[config.mk]
export PLATFORM = sky130hd
export DESIGN_NAME = axi_wr_top
export DESIGN_NICKNAME = d
export VERILOG_FILES = /design/src/design/hacd_wr_pkg.sv /design/src/design/client_req_bridge.sv /design/src/design/axi_write_master.sv /design/src/design/bresp_tracker.sv /design/src/design/axi_wr_top.sv
export SDC_FILE = /design/constraint.sdc
export NUM_CORES = 1
export LEC_CHECK = 0
export BUFFER_PORTS_ARGS = -buffer_cell sky130_fd_sc_hd__buf_2
export CORE_MARGIN = 4
export CORE_UTILIZATION = 55
export DETAILED_ROUTE_END_ITERATION = 10
export PLACE_DENSITY = 0.86
export SLEW_MARGIN = 20
export SYNTH_ARGS = -nofsm -noshare
export SYNTH_HDL_FRONTEND = slang
export SYNTH_HIERARCHICAL = 1
export SYNTH_SLANG_ARGS = --single-unit
[constraint.sdc]
create_clock -name clk -period 7.55 [get_ports clk]
set_clock_uncertainty 0.2 [all_clocks]
set_input_delay 1.51 -clock clk [delete_from_list [all_inputs] [get_ports clk]]
set_output_delay 1.51 -clock clk [all_outputs]
set_load 0.02 [all_outputs]
[src/design/hacd_wr_pkg.sv]
// HACD write path package
// Bus widths, vector types, fixed AXI write encodings and FSM state types

package hacd_wr_pkg;

    ////////////////////
    // Bus widths
    ////////////////////
    localparam int ADDR_W     = 32;
    localparam int DATA_W     = 64;
    localparam int STRB_W     = DATA_W / 8;
    localparam int ID_W       = 4;
    localparam int CNT_W      = 16;

    // W-data FIFO depth must be a power of two
    localparam int FIFO_DEPTH = 4;
    localparam int FIFO_AW    = $clog2(FIFO_DEPTH);

    ////////////////////
    // AXI encodings
    ////////////////////
    // 8 bytes per beat
    localparam logic [2:0] AXI_SIZE         = 3'b011;
    localparam logic [1:0] AXI_BURST_INCR   = 2'b01;
    // Unprivileged, non-secure, data access
    localparam logic [2:0] AXI_PROT_DEFAULT = 3'b010;
    localparam logic [1:0] RESP_OKAY        = 2'b00;

    typedef logic [ADDR_W-1:0] addr_t;
    typedef logic [DATA_W-1:0] data_t;
    typedef logic [CNT_W-1:0]  cnt_t;

    // Client bridge sequence
    typedef enum logic [1:0] {
        BR_IDLE,
        BR_ADDR,
        BR_DATA,
        BR_ACK
    } bridge_state_t;

    // AW hold machine in the master
    typedef enum logic {
        HOLD_IDLE,
        HOLD_FILL
    } hold_state_t;

endpackage

[src/design/client_req_bridge.sv]
// Client request bridge
// Converts the four-phase req/ack client handshake into one AW transfer
// followed by one W transfer on valid/ready, then closes with ack
`timescale 1ns/10ps

module client_req_bridge (
    input  logic               clk,
    input  logic               rst,
    // Client side
    input  logic               req,
    input  hacd_wr_pkg::addr_t wr_addr,
    input  hacd_wr_pkg::data_t wr_data,
    output logic               ack,
    // AW toward the master
    output logic               s_awvalid,
    output hacd_wr_pkg::addr_t s_awaddr,
    input  logic               s_awready,
    // W toward the master
    output logic               s_wvalid,
    output hacd_wr_pkg::data_t s_wdata,
    input  logic               s_wready
);
    import hacd_wr_pkg::*;

    bridge_state_t state;
    addr_t         addr_q;
    data_t         data_q;

    ////////////////////
    // Sequence FSM
    ////////////////////
    always_ff @(posedge clk) begin
        if (rst) begin
            state <= BR_IDLE;
        end else begin
            case (state)
                BR_IDLE: begin
                    if (req) begin
                        state <= BR_ADDR;
                    end
                end
                BR_ADDR: begin
                    // Move on to the data word once the address is accepted
                    if (s_awvalid && s_awready) begin
                        state <= BR_DATA;
                    end
                end
                BR_DATA: begin
                    if (s_wvalid && s_wready) begin
                        state <= BR_ACK;
                    end
                end
                BR_ACK: begin
                    // Hold ack until the client drops req
                    if (!req) begin
                        state <= BR_IDLE;
                    end
                end
                default: begin
                    state <= BR_IDLE;
                end
            endcase
        end
    end

    // Capture client payload as the request is taken
    always_ff @(posedge clk) begin
        if (state == BR_IDLE && req) begin
            addr_q <= wr_addr;
            data_q <= wr_data;
        end
    end

    assign s_awvalid = (state == BR_ADDR);
    assign s_awaddr  = addr_q;
    assign s_wvalid  = (state == BR_DATA);
    assign s_wdata   = data_q;
    assign ack       = (state == BR_ACK);

endmodule

[src/design/axi_write_master.sv]
// AXI4 write master
// Stages write data in a small FIFO with a registered read and output stage,
// and holds each AW until its single W beat is stored, then issues
// single-beat INCR bursts on the AXI write channels
`timescale 1ns/10ps

module axi_write_master (
    input  logic                             clk,
    input  logic                             rst,
    // Upstream AW
    input  logic                             s_awvalid,
    input  hacd_wr_pkg::addr_t               s_awaddr,
    output logic                             s_awready,
    // Upstream W
    input  logic                             s_wvalid,
    input  hacd_wr_pkg::data_t               s_wdata,
    output logic                             s_wready,
    // AXI AW channel
    output logic [hacd_wr_pkg::ID_W-1:0]     awid,
    output hacd_wr_pkg::addr_t               awaddr,
    output logic [7:0]                       awlen,
    output logic [2:0]                       awsize,
    output logic [1:0]                       awburst,
    output logic [2:0]                       awprot,
    output logic                             awvalid,
    input  logic                             awready,
    // AXI W channel
    output hacd_wr_pkg::data_t               wdata,
    output logic [hacd_wr_pkg::STRB_W-1:0]   wstrb,
    output logic                             wlast,
    output logic                             wvalid,
    input  logic                             wready
);
    import hacd_wr_pkg::*;

    // FIFO storage and pointers with an extra MSB to tell full from empty
    data_t            mem [0:FIFO_DEPTH-1];
    logic [FIFO_AW:0] wr_ptr;
    logic [FIFO_AW:0] rd_ptr;
    logic             full;
    logic             empty;
    logic             wr_en;
    logic             rd_en;

    // Read stage between memory and output register
    data_t            rd_data;
    logic             rd_valid;
    logic             store_out;

    // AW hold machine
    hold_state_t      hold_state;
    logic             hold;

    ////////////////////
    // Fixed burst fields
    ////////////////////
    // In-order only, single beat with all bytes enabled
    assign awid    = '0;
    assign awlen   = 8'd0;
    assign awsize  = AXI_SIZE;
    assign awburst = AXI_BURST_INCR;
    assign awprot  = AXI_PROT_DEFAULT;
    assign wstrb   = '1;
    assign wlast   = 1'b1;

    ////////////////////
    // AW hold machine
    ////////////////////
    always_ff @(posedge clk) begin
        if (rst) begin
            hold_state <= HOLD_IDLE;
            hold       <= 1'b1;
            s_awready  <= 1'b0;
            awvalid    <= 1'b0;
        end else begin
            if (awvalid && awready) begin
                awvalid <= 1'b0;
            end
            case (hold_state)
                HOLD_IDLE: begin
                    // No new address while the previous one is still on the bus
                    s_awready <= !awvalid;
                    if (s_awvalid && s_awready) begin
                        s_awready  <= 1'b0;
                        hold       <= 1'b0;
                        hold_state <= HOLD_FILL;
                    end
                end
                HOLD_FILL: begin
                    // One beat per burst so AW goes out once it is in the FIFO
                    if (wr_en) begin
                        awvalid    <= 1'b1;
                        hold       <= 1'b1;
                        hold_state <= HOLD_IDLE;
                    end
                end
                default: begin
                    hold_state <= HOLD_IDLE;
                end
            endcase
        end
    end

    always_ff @(posedge clk) begin
        if (s_awvalid && s_awready) begin
            awaddr <= s_awaddr;
        end
    end

    ////////////////////
    // FIFO write side
    ////////////////////
    assign full  = (wr_ptr[FIFO_AW] != rd_ptr[FIFO_AW]) &&
                   (wr_ptr[FIFO_AW-1:0] == rd_ptr[FIFO_AW-1:0]);
    assign empty = (wr_ptr == rd_ptr);

    assign s_wready = !full && !hold;
    assign wr_en    = s_wvalid && s_wready;

    always_ff @(posedge clk) begin
        if (rst) begin
            wr_ptr <= '0;
        end else if (wr_en) begin
            wr_ptr <= wr_ptr + 1'b1;
        end
    end

    always_ff @(posedge clk) begin
        if (wr_en) begin
            mem[wr_ptr[FIFO_AW-1:0]] <= s_wdata;
        end
    end

    ////////////////////
    // FIFO read side
    ////////////////////
    // Output register takes a new word when the bus accepts or it is empty
    assign store_out = wready || !wvalid;
    assign rd_en     = (store_out || !rd_valid) && !empty;

    always_ff @(posedge clk) begin
        if (rst) begin
            rd_ptr   <= '0;
            rd_valid <= 1'b0;
        end else begin
            if (rd_en) begin
                rd_ptr <= rd_ptr + 1'b1;
            end
            if (store_out || !rd_valid) begin
                rd_valid <= !empty;
            end
        end
    end

    always_ff @(posedge clk) begin
        if (rd_en) begin
            rd_data <= mem[rd_ptr[FIFO_AW-1:0]];
        end
    end

    // W channel output register
    always_ff @(posedge clk) begin
        if (rst) begin
            wvalid <= 1'b0;
        end else if (store_out) begin
            wvalid <= rd_valid;
        end
    end

    always_ff @(posedge clk) begin
        if (store_out) begin
            wdata <= rd_data;
        end
    end

endmodule

[src/design/bresp_tracker.sv]
// Write response tracker
// Counts writes in flight, completed writes and error responses from the
// B channel, with bready held high
`timescale 1ns/10ps

module bresp_tracker (
    input  logic              clk,
    input  logic              rst,
    input  logic              awvalid,
    input  logic              awready,
    input  logic              bvalid,
    input  logic [1:0]        bresp,
    output logic              bready,
    output hacd_wr_pkg::cnt_t outstanding,
    output hacd_wr_pkg::cnt_t completed,
    output hacd_wr_pkg::cnt_t err_count
);
    import hacd_wr_pkg::*;

    logic aw_fire;
    logic b_fire;

    // Always ready for a response
    assign bready  = 1'b1;
    assign aw_fire = awvalid && awready;
    assign b_fire  = bvalid && bready;

    ////////////////////
    // Counters
    ////////////////////
    always_ff @(posedge clk) begin
        if (rst) begin
            outstanding <= '0;
        end else begin
            case ({aw_fire, b_fire})
                2'b10:   outstanding <= outstanding + 1'b1;
                2'b01:   outstanding <= outstanding - 1'b1;
                // Issue and retire together cancel out
                default: outstanding <= outstanding;
            endcase
        end
    end

    always_ff @(posedge clk) begin
        if (rst) begin
            completed <= '0;
        end else if (b_fire) begin
            completed <= completed + 1'b1;
        end
    end

    // SLVERR and DECERR both land here
    always_ff @(posedge clk) begin
        if (rst) begin
            err_count <= '0;
        end else if (b_fire && (bresp != RESP_OKAY)) begin
            err_count <= err_count + 1'b1;
        end
    end

endmodule

[src/design/axi_wr_top.sv]
// AXI write path top level
// Client req/ack bridge, write master with data FIFO and B response tracker
`timescale 1ns/10ps

module axi_wr_top (
    input  logic                             clk,
    input  logic                             rst,
    // Client
    input  logic                             req,
    input  hacd_wr_pkg::addr_t               wr_addr,
    input  hacd_wr_pkg::data_t               wr_data,
    output logic                             ack,
    // AXI AW channel
    output logic [hacd_wr_pkg::ID_W-1:0]     awid,
    output hacd_wr_pkg::addr_t               awaddr,
    output logic [7:0]                       awlen,
    output logic [2:0]                       awsize,
    output logic [1:0]                       awburst,
    output logic [2:0]                       awprot,
    output logic                             awvalid,
    input  logic                             awready,
    // AXI W channel
    output hacd_wr_pkg::data_t               wdata,
    output logic [hacd_wr_pkg::STRB_W-1:0]   wstrb,
    output logic                             wlast,
    output logic                             wvalid,
    input  logic                             wready,
    // AXI B channel without an ID since writes stay in order
    input  logic [1:0]                       bresp,
    input  logic                             bvalid,
    output logic                             bready,
    // Response counts
    output hacd_wr_pkg::cnt_t                outstanding,
    output hacd_wr_pkg::cnt_t                completed,
    output hacd_wr_pkg::cnt_t                err_count
);
    import hacd_wr_pkg::*;

    // Bridge to master
    logic  s_awvalid;
    addr_t s_awaddr;
    logic  s_awready;
    logic  s_wvalid;
    data_t s_wdata;
    logic  s_wready;

    client_req_bridge i_bridge (
        .clk       (clk),
        .rst       (rst),
        .req       (req),
        .wr_addr   (wr_addr),
        .wr_data   (wr_data),
        .ack       (ack),
        .s_awvalid (s_awvalid),
        .s_awaddr  (s_awaddr),
        .s_awready (s_awready),
        .s_wvalid  (s_wvalid),
        .s_wdata   (s_wdata),
        .s_wready  (s_wready)
    );

    axi_write_master i_master (
        .clk       (clk),
        .rst       (rst),
        .s_awvalid (s_awvalid),
        .s_awaddr  (s_awaddr),
        .s_awready (s_awready),
        .s_wvalid  (s_wvalid),
        .s_wdata   (s_wdata),
        .s_wready  (s_wready),
        .awid      (awid),
        .awaddr    (awaddr),
        .awlen     (awlen),
        .awsize    (awsize),
        .awburst   (awburst),
        .awprot    (awprot),
        .awvalid   (awvalid),
        .awready   (awready),
        .wdata     (wdata),
        .wstrb     (wstrb),
        .wlast     (wlast),
        .wvalid    (wvalid),
        .wready    (wready)
    );

    bresp_tracker i_tracker (
        .clk         (clk),
        .rst         (rst),
        .awvalid     (awvalid),
        .awready     (awready),
        .bvalid      (bvalid),
        .bresp       (bresp),
        .bready      (bready),
        .outstanding (outstanding),
        .completed   (completed),
        .err_count   (err_count)
    );

endmodule

==> results of run 1 <==
-- power groups by stage --
stage	logic [mW]	registers [mW]	clock network, mW
after floorplan	0.619	4.34	0
after global routing	1.10	4.26	2.94
after CTS	1.05	4.22	2.79
after detailed placement	1.04	4.27	0
after global placement	1.02	4.25	0
final	1.03	4.21	2.73
-- area by class of cell --
cell class,instances,share of cell area [%]
multi-input cells,462,16.25
flip-flops and latches,574,68.12
well taps,511,2.620
clock inverters,31,1.518
clock buffers,70,5.870
diodes,1,0.01025
repair buffers,258,5.465
inverters,10,0.1538
-- state kept, by name, summed over array words and instances (netlist names), 2 cells and up --
name and flops:
i_master/mem 256, i_bridge/s_wdata 64, i_master/rd_data 64, i_master/wdata 64
i_bridge/s_awaddr 32, i_master/awaddr 32, i_tracker/completed 16, i_tracker/err_count 16
i_tracker/outstanding 16, i_master/rd_ptr 3, i_master/wr_ptr 3, i_bridge/state 2
-- placed cells by master, fill, tap and decap left out, types with 4 or more instances in the layout --
master,count
o21ai_0,21
dfxtp_1,60
inv_1,10
mux4_2,64
ha_1,14
a31oi_1,10
edfxtp_1,512
and3_1,12
a21oi_1,18
buf_4,8
nor3_1,8
xor2_1,26
clkinv_2,6
a32oi_1,4
nor2b_1,6
nor4_1,4
nand2_1,34
clkinv_1,11
xnor2_1,21
and2_4,4
nand4_1,7
nand3_1,16
buf_2,249
conb_1,30
clkbuf_1,15
nor2_1,77
or3_1,11
clkbuf_16,55
bufinv_16,7
mux2i_1,7
-- through the flow --
step	cells	area, um2
4_1_cts	1915	24370
5_1_grt	1917	24400
3_5_place_dp	1814	22570
6_report	1917	24400
2_1_floorplan	1120	21060
3_3_place_gp	1814	22570
-- worst max-delay path by stage --
stage               startpoint                   endpoint  slack, ns  cells after the start
finish                  bvalid  i_tracker/outstanding[14]       3.58                     12
floorplan               wready         i_master/rd_ptr[1]       1.72                      4
global route            bvalid  i_tracker/outstanding[14]       3.36                     12
CTS                     bvalid  i_tracker/outstanding[14]       3.65                     12
detailed placement      bvalid  i_tracker/outstanding[14]       3.03                     12
global placement        bvalid  i_tracker/outstanding[14]       3.16                     12
-- kinds of logic after synthesis --
family	count (synthesis)	synth area share, %
XOR/XNOR	47	1.965
buffers and inverters	84	2.448
other	3	0.05374
multiplexers	75	7.464
adder cells (fa/ha/maj)	14	0.8360
AND/OR/NAND/NOR	209	5.046
AO/OA/AOI/OAI	87	2.890
flip-flops	574	79.30
-- per-layer routing --
layer  track usage (%)  part of all wire (%)  vias up
met5                 0                     0        -
met4             6.264                   2.5        0
met3             3.450                   6.8       60
met2             34.69                    52      448
met1             26.04                    39     5320
li1                  -                     -     4740
==> out/results.ini, run 1 <==
[layout]
fill_cells=2518
drive_above_1_share_pct=29.96
regArea_um2=16620
layout.nets=1479
fin_util_pct=64.79
multi_input_comb_area_um2=3965
areaGrowthSynthToFinish_pct=16.47

[critical_path]
crit_type=input pin to register
crit_fanout=37
r2r_slack_ns=4.25
max_stage_delay_ns=0.51
r2r-end=i_tracker/outstanding[14]
rr_worst_depth=12
crit_family=compound AO/OA/AOI/OAI gates
cp_slowest_cell=nor3b_1
cp.buffers_inverters=2
critPathRequiredTime_ns=7.83
r2r-start=i_master/awvalid
crit_path_start_kind=input pin
cp_cell_sequence=buf_2 -> ha_1 -> buf_4 -> xor2_1 -> ha_1 -> a21boi_1 -> o22ai_2 -> nor3b_1 -> nor3_1 -> a32oi_1 -> o2111ai_1 -> mux2_1
end_kind=register
crit_top_cell=ha_1
arrival_ns=4.25

[cts]
postCtsSetupBuffers=0
hold_buffers=0
cts_tree=yes
clk_latency_ns=0.60
clk_pin_slew_worst_paths_ns=0.06
numCtsBuffers=55
clock_sinks=574
h-tree-depth=2
clockBufferDepth=3
cts-resized-gates=0
cts_root_buf=clkbuf_16

[pwr]
power_frac_seq_pct=52.8
power_frac_clock_pct=34.3
pwr-share-comb_pct=12.9
switchingPower_mw=2.020
power_density_nw_per_um2=326.8
fin_total_pwr_mw=7.976
netSwitchingFraction_pct=25.32
power_leakage_nw=8.598
p_int_mw=5.956
irDropWorstVdd_v=0.0003248

[synth]
synth_area_um2=20950
post-synth-top-count-cell=edfxtp_1
synth_top_cell_by_area=edfxtp_1
synth-seq-cells=574
seq_area_frac_synth_pct=79.30
synth_cells=1093
syn_area_per_cell_um2=19.17
synth_async_sr_flop_share_pct=0
ys.flop_type=edfxtp_1
yosysUniqueCellTypes=72
synth_top_area_share_pct=73.37
ys_warn_count=6
synth_common_cells=edfxtp_1, nor2_1, mux4_2
synth_edf_count=512
ys_top_cells_by_area=edfxtp_1, mux4_2, dfxtp_1, nor2_1, buf_4

[die]
boundaryPins=281
die_h_um=203.2
die_x_um=203.2
num_rows=71
dieArea_um2=41280
floorplan.initialDensity_pct=55.63
core_um2=37670

[timing]
setup_viol=0
timing.final.crit_share_pct=52.55
hold_viol=0
max_slew_margin_pct=27.88
worstMarginPinSlew_ns=1.082
fin_ws_ns=3.583
fmax_mhz=252.0
setup_tns_ns=0
whs_ns=0.2141
rsz0062_at_grt=false
fin_crit_ns=3.968
slew_viol_final=0

[global_routing]
first_global_vias=10660
grt_first_pass_wirelength_mm=62.89
grt_max_degree=66
antenna_found_initial=1
overflow=0
grt_usage_pct=19.94

[placement]
place_ws_ns=3.029
gp_congestion=0.7972
dp_hpwl_mm=24.02
port_buffers=250

[routing]
first_iter_violations=751
vias=10570
drc=0
routedWlPerCell_um=21.95
routed_wl_mm=42.08
drt_first_pass_iters=5
ant_nets=0
avgViaCountPerCell=5.513

[worst_hold_path]
min_to=i_master/awaddr[6]
worstHoldPathType=register to register
hp-start=i_bridge/s_awaddr[6]
min_path_cells=0

[outcome]
outcome=complete, no violations

[run]
maxCapViolCount=0

(Power assumes the default switching activity.)
==> run 2, diff against run 1 <==
- ABC_AREA: not set -> 1
- clock period: 7.55 -> 3.7 ns (I/O delays scaled with it)
==> run 2 against run 1 <==
- non-clock buffer count increased by 13
- sequential share of layout area fell by 1.1 points
- global-route usage increased by 1.0 points
- count of clock-buffer cells in the layout is 10 lower
- routed wire length grew 6.5%
- combinational power rose to 3.2 times the previous value
- power rose by 130%
- largest power group unchanged
==> out/results.ini, run 2 <==
[outcome]
outcome=complete, no violations

[critical_path]
r2r-end=i_master/rd_data[20]
critPathRequiredTime_ns=3.92  ; -3.91 ns
crit_top_cell=buf_4
cp-startpoint=i_master/rd_ptr[0]
end_kind=register
crit_fanout=77  ; +110%
r2r-start=i_master/rd_ptr[0]
cp_slowest_cell=buf_4
crit_path_start_kind=register
crit_type=register to register
arrival_ns=3.04  ; -1.21 ns
cp_cell_sequence=inv_4 -> buf_4 -> buf_4 -> o21ai_0 -> o22ai_1
max_stage_delay_ns=0.76  ; +0.25 ns
rr_worst_depth=5  ; -7
r2r_slack_ns=0.88  ; -3.37 ns

[cts]
clockBufferDepth=3  ; unchanged
hold_buffers=0  ; unchanged
clock_sinks=574  ; unchanged
numCtsBuffers=53  ; -3.6%
cts_tree=yes
clk_pin_slew_worst_paths_ns=0.07  ; about the same
cts_root_buf=clkbuf_16
h-tree-depth=2  ; unchanged
postCtsSetupBuffers=0  ; unchanged
cts-resized-gates=0  ; unchanged
clk_latency_ns=0.58  ; -0.02 ns

[routing]
routedWlPerCell_um=19.15  ; -13%
vias=12680  ; +20%
routed_wl_mm=44.83  ; +6.5%
avgViaCountPerCell=5.414  ; -1.8%
ant_nets=0  ; unchanged
drc=0  ; unchanged
first_iter_violations=1094  ; +46%
drt_first_pass_iters=5  ; unchanged

[timing]
max_slew_margin_pct=30.77  ; +2.9 points
fin_ws_ns=0.8816  ; -2.701 ns
setup_tns_ns=0  ; unchanged
rsz0062_at_grt=false
fin_crit_ns=2.818
hold_viol=0  ; unchanged
setup_viol=0  ; unchanged
timing.final.crit_share_pct=76.17
fmax_mhz=354.8
worstMarginPinSlew_ns=1.038  ; -0.04335 ns
slew_viol_final=0  ; unchanged

[die]
floorplan.initialDensity_pct=56.07  ; +0.44 points
die_x_um=204.6  ; +0.72%
dieArea_um2=41880  ; +1.4%
num_rows=71  ; unchanged
boundaryPins=281  ; unchanged
die_h_um=204.6  ; +0.72%
core_um2=37930  ; +0.71%

[synth]
yosysUniqueCellTypes=44  ; -39%
ys_top_cells_by_area=edfxtp_1, dfxtp_1, o21ai_0, nor2_1, nand2_1
synth_compound_area_share_pct=7.266  ; +4.4 points
synth_top_family_by_area=simple AND/OR/NAND/NOR gates
synth-seq-cells=574  ; unchanged
synth_top_cell_by_area=edfxtp_1
seq_area_frac_synth_pct=78.13  ; -1.2 points
synth_simple_gate_area_share_pct=8.866  ; +3.8 points
synth_area_um2=21270  ; +1.5%
synth_common_cells=edfxtp_1, nor2_1, nand2_1
synth-adder-area-share_pct=0.8236  ; -0.012 points
post-synth-top-count-cell=edfxtp_1
synth_top_area_share_pct=72.29  ; -1.1 points
ys_warn_count=6  ; unchanged
synth_async_sr_flop_share_pct=0  ; unchanged
ys.flop_type=edfxtp_1
synth_cells=1519  ; +39%
syn_area_per_cell_um2=14.00  ; -27%
synthMuxAreaShare_pct=0  ; -7.5 points
synth_xor_area_share_pct=0.6530  ; -1.3 points
synth_edf_count=512  ; unchanged

[placement]
placed_cell_area_um2=23000  ; +1.9%
port_buffers=250  ; unchanged
gp_congestion=0.8686  ; +9.0%
dp_hpwl_mm=26.56  ; +11%
place_ws_ns=0.6767  ; -2.353 ns

[layout]
fin_util_pct=65.36  ; +0.57 points
layout.nets=1905  ; +29%
stdcell_area_um2=24790  ; +1.6%
drive_above_1_share_pct=22.40  ; -7.6 points
areaGrowthSynthToFinish_pct=16.58  ; about the same
largest_reg_flops=256  ; unchanged
layout_common_cells=edfxtp_1, buf_2, nor2_1
antennaDiodeCount=0  ; -1
mostFrequentLayoutCell=edfxtp_1

[global_routing]
overflow=0  ; unchanged
first_global_vias=12590  ; +18%
grt_max_degree=85  ; +29%
grt_first_pass_wirelength_mm=68.07  ; +8.2%
antenna_found_initial=0  ; -1
grt_usage_pct=20.98  ; +1.0 points

[run]
maxCapViolCount=0  ; unchanged

[worst_hold_path]
min_to=i_bridge/s_wdata[14]
min_path_cells=1  ; +1
worstHoldPathType=input pin to register
hp-start=wr_data[14]

[pwr]
power_leakage_nw=9.333  ; +8.6%
power_density_nw_per_um2=737.5  ; +130%
irDropWorstVdd_v=0.0005822  ; +79%
fin_total_pwr_mw=18.29  ; +130%

-- run 2: cell count changes after synthesis, moves of 17 or more --
cell / change
o21ai_0: +123
nand2_1: +120
nor2_1: +109
inv_1: +93
mux4_2: -64
o22ai_1: +64
a21oi_1: +39
nand3_1: +23
xnor2_1: -17
-- run 2: cell families (layout without fill, tap and decap cells) --
| group | after synthesis | in the layout |
|---|---|---|
| AND/OR/NAND/NOR | 432 | 432 |
| AO/OA/AOI/OAI | 286 | 286 |
| adder cells (fa/ha/maj) | 14 | 14 |
| XOR/XNOR | 15 | 15 |
| flip-flops | 574 | 574 |
| buffers and inverters | 195 | 479 |
| other | 3 | 30 |
-- run 2: worst max path at each step --
stage | cells past startpoint | slack (ns) | endpoint
after detailed placement | 16 | 0.68 | i_tracker/outstanding[14]
after global routing | 5 | 0.75 | i_master/rd_data[20]
final | 5 | 0.88 | i_master/rd_data[20]
after floorplan | 7 | -0.58 | i_master/mem[0][0]
after global placement | 16 | 0.73 | i_tracker/outstanding[8]
after CTS | 6 | 0.94 | i_master/rd_data[36]
-- run 2: critical path: cells and delay by family, from the launching register on --
kind | cells | cell delay, ns
AOI/OAI and AO/OA | 2 | 0.53
DFF | 1 | 0.53
buffers and inverters | 3 | 1.38
-- run 2: final cells by class --
cell class                 count  area [um2]
clock buffer                  60        1374
clock inverter                38       424.2
fill                        2614       13140
inverter                     110       419.2
multi-input combinational    777        3895
sequential                   574       16620
tap                          511       639.4
timing repair buffer         271        1421
-- run 2: per-stage QoR --
step	cells	hold slack (ns)
2_1_floorplan	1546	0.2003
3_3_place_gp	2243	0.2001
3_5_place_dp	2243	0.2045
4_1_cts	2341	0.08391
5_1_grt	2341	0.09628
6_report	2341	0.1198
-- run 2: routing by layer --
metal / up-vias / global-route usage [%] / routed length, um / share of wire [%]
met2: 544 / 36.22 / 22680 / 51
met1: 6140 / 27.19 / 17600 / 39
li1: 5890 / - / - / -
met4: 0 / 7.107 / 1267 / 2.8
met5: - / 0 / 0 / 0
met3: 101 / 3.688 / 3278 / 7.3
-- run 2: where the power goes --
group / switching, mW / leakage, nW / internal [mW] / total [mW]
clock network: 2.30 / 0.842 / 3.24 / 5.54
logic: 2.42 / 3.20 / 0.870 / 3.29
registers: 0.603 / 5.30 / 8.85 / 9.45
==> run 3, diff against run 2 <==
- ABC_AREA: 1 -> 0
- CORE_UTILIZATION: 55 -> 52
- PLACE_DENSITY: 0.86 -> 0.85
- clock period: 3.7 -> 2.5 ns (I/O delays scaled with it)
==> run 3 against run 2 <==
- the run now ends with negative setup slack left
- flip-flop and latch count did not move
- final cell count fell by 10%
- power rose by 35%
- first-iteration DRC count fell by 15%
- largest cell class unchanged
- via count fell by 10%
- die area rose by 4.0%
==> out/results.ini, run 3 (same netlist as run 1, synthesis figures left out) <==
[cts]
cts_tree=yes
clk_pin_slew_worst_paths_ns=0.07  ; about the same
h-tree-depth=2  ; unchanged
numCtsBuffers=54  ; +1.9%
cts_root_buf=clkbuf_16
clk_latency_ns=0.60  ; +0.02 ns
clock_sinks=574  ; unchanged
clockBufferDepth=3  ; unchanged

[layout]
regArea_um2=16630  ; about the same
mostFrequentLayoutCell=edfxtp_1
multi_input_comb_area_um2=4124  ; +5.9%
largest_reg_flops=256  ; unchanged
fill_cells=2538  ; -2.9%
areaGrowthSynthToFinish_pct=25.65
drive_above_1_share_pct=33.52  ; +11 points
layout_common_cells=edfxtp_1, buf_2, dlygate4sd3_1
layout.nets=1644  ; -14%
stdcell_area_um2=26330  ; +6.2%
fin_cells=2100  ; -10%

[pwr]
fin_total_pwr_mw=24.64  ; +35%
netSwitchingFraction_pct=26.71  ; -2.4 points
p_int_mw=18.06  ; +39%
power_density_nw_per_um2=936.0  ; +27%
irDropWorstVdd_v=0.0007975  ; +37%
pwr-share-comb_pct=15.6  ; -2.4 points
power_frac_seq_pct=51.3  ; -0.4 points
power_leakage_nw=9.440  ; +1.1%
power_frac_clock_pct=33.1  ; +2.8 points
switchingPower_mw=6.583  ; +24%

[critical_path]
crit_fanout=3  ; -96%
crit_path_start_kind=register
r2r_slack_ns=-0.23  ; -1.11 ns
r2r-start=i_master/awvalid
r2r-end=i_tracker/outstanding[8]
max_stage_delay_ns=0.38  ; -0.38 ns
end_kind=register
arrival_ns=3.06  ; +0.02 ns
cp_cell_sequence=nand2_8 -> ha_4 -> xor2_1 -> ha_2 -> or3_4 -> a21oi_4 -> buf_6 -> o31ai_4 -> buf_4 -> xnor2_2 -> or3_1 -> a21oi_2
crit_type=register to register
rr_worst_depth=12  ; +7
cp_slowest_cell=dfxtp_4
critPathRequiredTime_ns=2.83  ; -1.09 ns

[placement]
gp_congestion=0.8752  ; +0.76%
port_buffers=250  ; unchanged
dp_hpwl_mm=27.01  ; +1.7%
dp.cells=1888  ; -16%
placed_cell_area_um2=23310  ; +1.4%

[global_routing]
grt_max_degree=67  ; -21%
grt_first_pass_wirelength_mm=70.87  ; +4.1%
grt_usage_pct=21.31  ; +0.33 points
antenna_found_initial=2  ; +2
first_global_vias=11720  ; -6.9%
overflow=0  ; unchanged

[timing]
fmax_mhz=366.4  ; +3.3%
hold_viol=0  ; unchanged
worstMarginPinSlew_ns=1.007  ; -0.03165 ns
fin_crit_ns=2.729  ; -0.08911 ns
slew_viol_final=0  ; unchanged
max_slew_margin_pct=32.88  ; +2.1 points
fin_ws_ns=-0.2293  ; -1.111 ns
setup_viol=9  ; +9
timing.final.crit_share_pct=109.2  ; +33 points
rsz0062_at_grt=true

[die]
boundaryPins=281  ; unchanged
floorplan.initialDensity_pct=52.62  ; -3.5 points
dieArea_um2=43570  ; +4.0%
die_x_um=208.7  ; +2.0%
die_h_um=208.7  ; +2.0%
num_rows=73  ; +2.8%
core_um2=39820  ; +5.0%

[routing]
routed_wl_mm=47.35  ; +5.6%
ant_nets=0  ; unchanged
avgViaCountPerCell=5.425  ; +0.19%
routedWlPerCell_um=22.55  ; +18%
drt_first_pass_iters=5  ; unchanged
vias=11390  ; -10%
first_iter_violations=933  ; -15%
drc=0  ; unchanged

[outcome]
outcome=complete, but fails checks
violations=negative setup slack

[worst_hold_path]
hp-start=req
worstHoldPathType=input pin to register
min_to=i_bridge/state[1]
min_path_cells=3  ; +2

[run]
maxCapViolCount=0  ; unchanged

[run 3: changes by cell type in the layout (fill, tap and decap cells not counted), moves of 14 or more]
cell,change
buf_12,+20
dlygate4sd3_1,+96
inv_1,-92
mux4_2,+64
buf_4,+31
nand2_1,-120
xor2_1,+16
xnor2_1,+16
o21ai_0,-127
nand2_2,-14
nor2_1,-107
o22ai_1,-64
nand3_1,-23
a21oi_1,-41
[run 3: layer usage]
metal / wire [um] / part of all wire [%] / GRT usage, %
met1: 17730 / 37 / 26.88
met2: 25120 / 53 / 37.79
met3: 3278 / 6.9 / 4.384
met4: 1224 / 2.6 / 5.986
met5: 0 / 0 / 0
[run 3: stage by stage]
step / utilization [%] / setup TNS, ns / setup WS, ns / hold WS, ns
floorplan: - / -11.94 / -0.7331 / 0.2003
global placement: 58.54 / -3.776 / -0.4574 / 0.2003
detailed placement: 58.54 / -4.294 / -0.4873 / 0.2045
CTS: 65.43 / -1.289 / -0.1842 / 0.04382
global route: 66.11 / -2.122 / -0.3048 / 0.07561
finish: 66.11 / -1.139 / -0.2293 / 0.09081
[run 3: worst max-delay path by stage]
stage	start	end
finish	i_master/awvalid	i_tracker/outstanding[8]
CTS	i_master/awvalid	i_tracker/outstanding[12]
detailed placement	awready	i_tracker/outstanding[12]
floorplan	awready	i_tracker/outstanding[10]
global placement	awready	i_tracker/outstanding[8]
global route	i_master/awvalid	i_tracker/outstanding[8]
[run 3: what timing repair did]
item                       in CTS  in global routing
hold buffers                   96                  0
gates cloned                    0                  2
setup endpoints to repair      11                 12
setup buffers                   1                  8
resized for setup               6                 31
pin swaps                       6                  9
hold endpoints to repair       96                  0
[run 3: power by group through the flow]
| stage | logic, mW | registers [mW] | clock network [mW] |
|---|---|---|---|
| after floorplan | 1.89 | 13.1 | 0 |
| after global placement | 3.58 | 12.7 | 0 |
| after detailed placement | 3.64 | 12.8 | 0 |
| after CTS | 3.81 | 12.6 | 8.26 |
| after global routing | 4.13 | 12.7 | 8.78 |
| final | 3.85 | 12.6 | 8.16 |
[run 3: layout make-up]
class / count / area share (%)
repair buffers: 424 / 11.81
flip-flops and latches: 574 / 63.15
inverters: 10 / 0.1568
multi-input cells: 462 / 15.66
diodes: 3 / 0.02851
well taps: 525 / 2.495
clock inverters: 42 / 1.468
clock buffers: 60 / 5.218
[run 3: critical path: cells and delay by family (launching register included)]
kind,cells,cell delay (ns)
compound gates,3,0.44
xor+xnor,2,0.26
buf+inv,2,0.32
fa+ha+maj,2,0.35
simple gates,3,0.71
flops,1,0.38
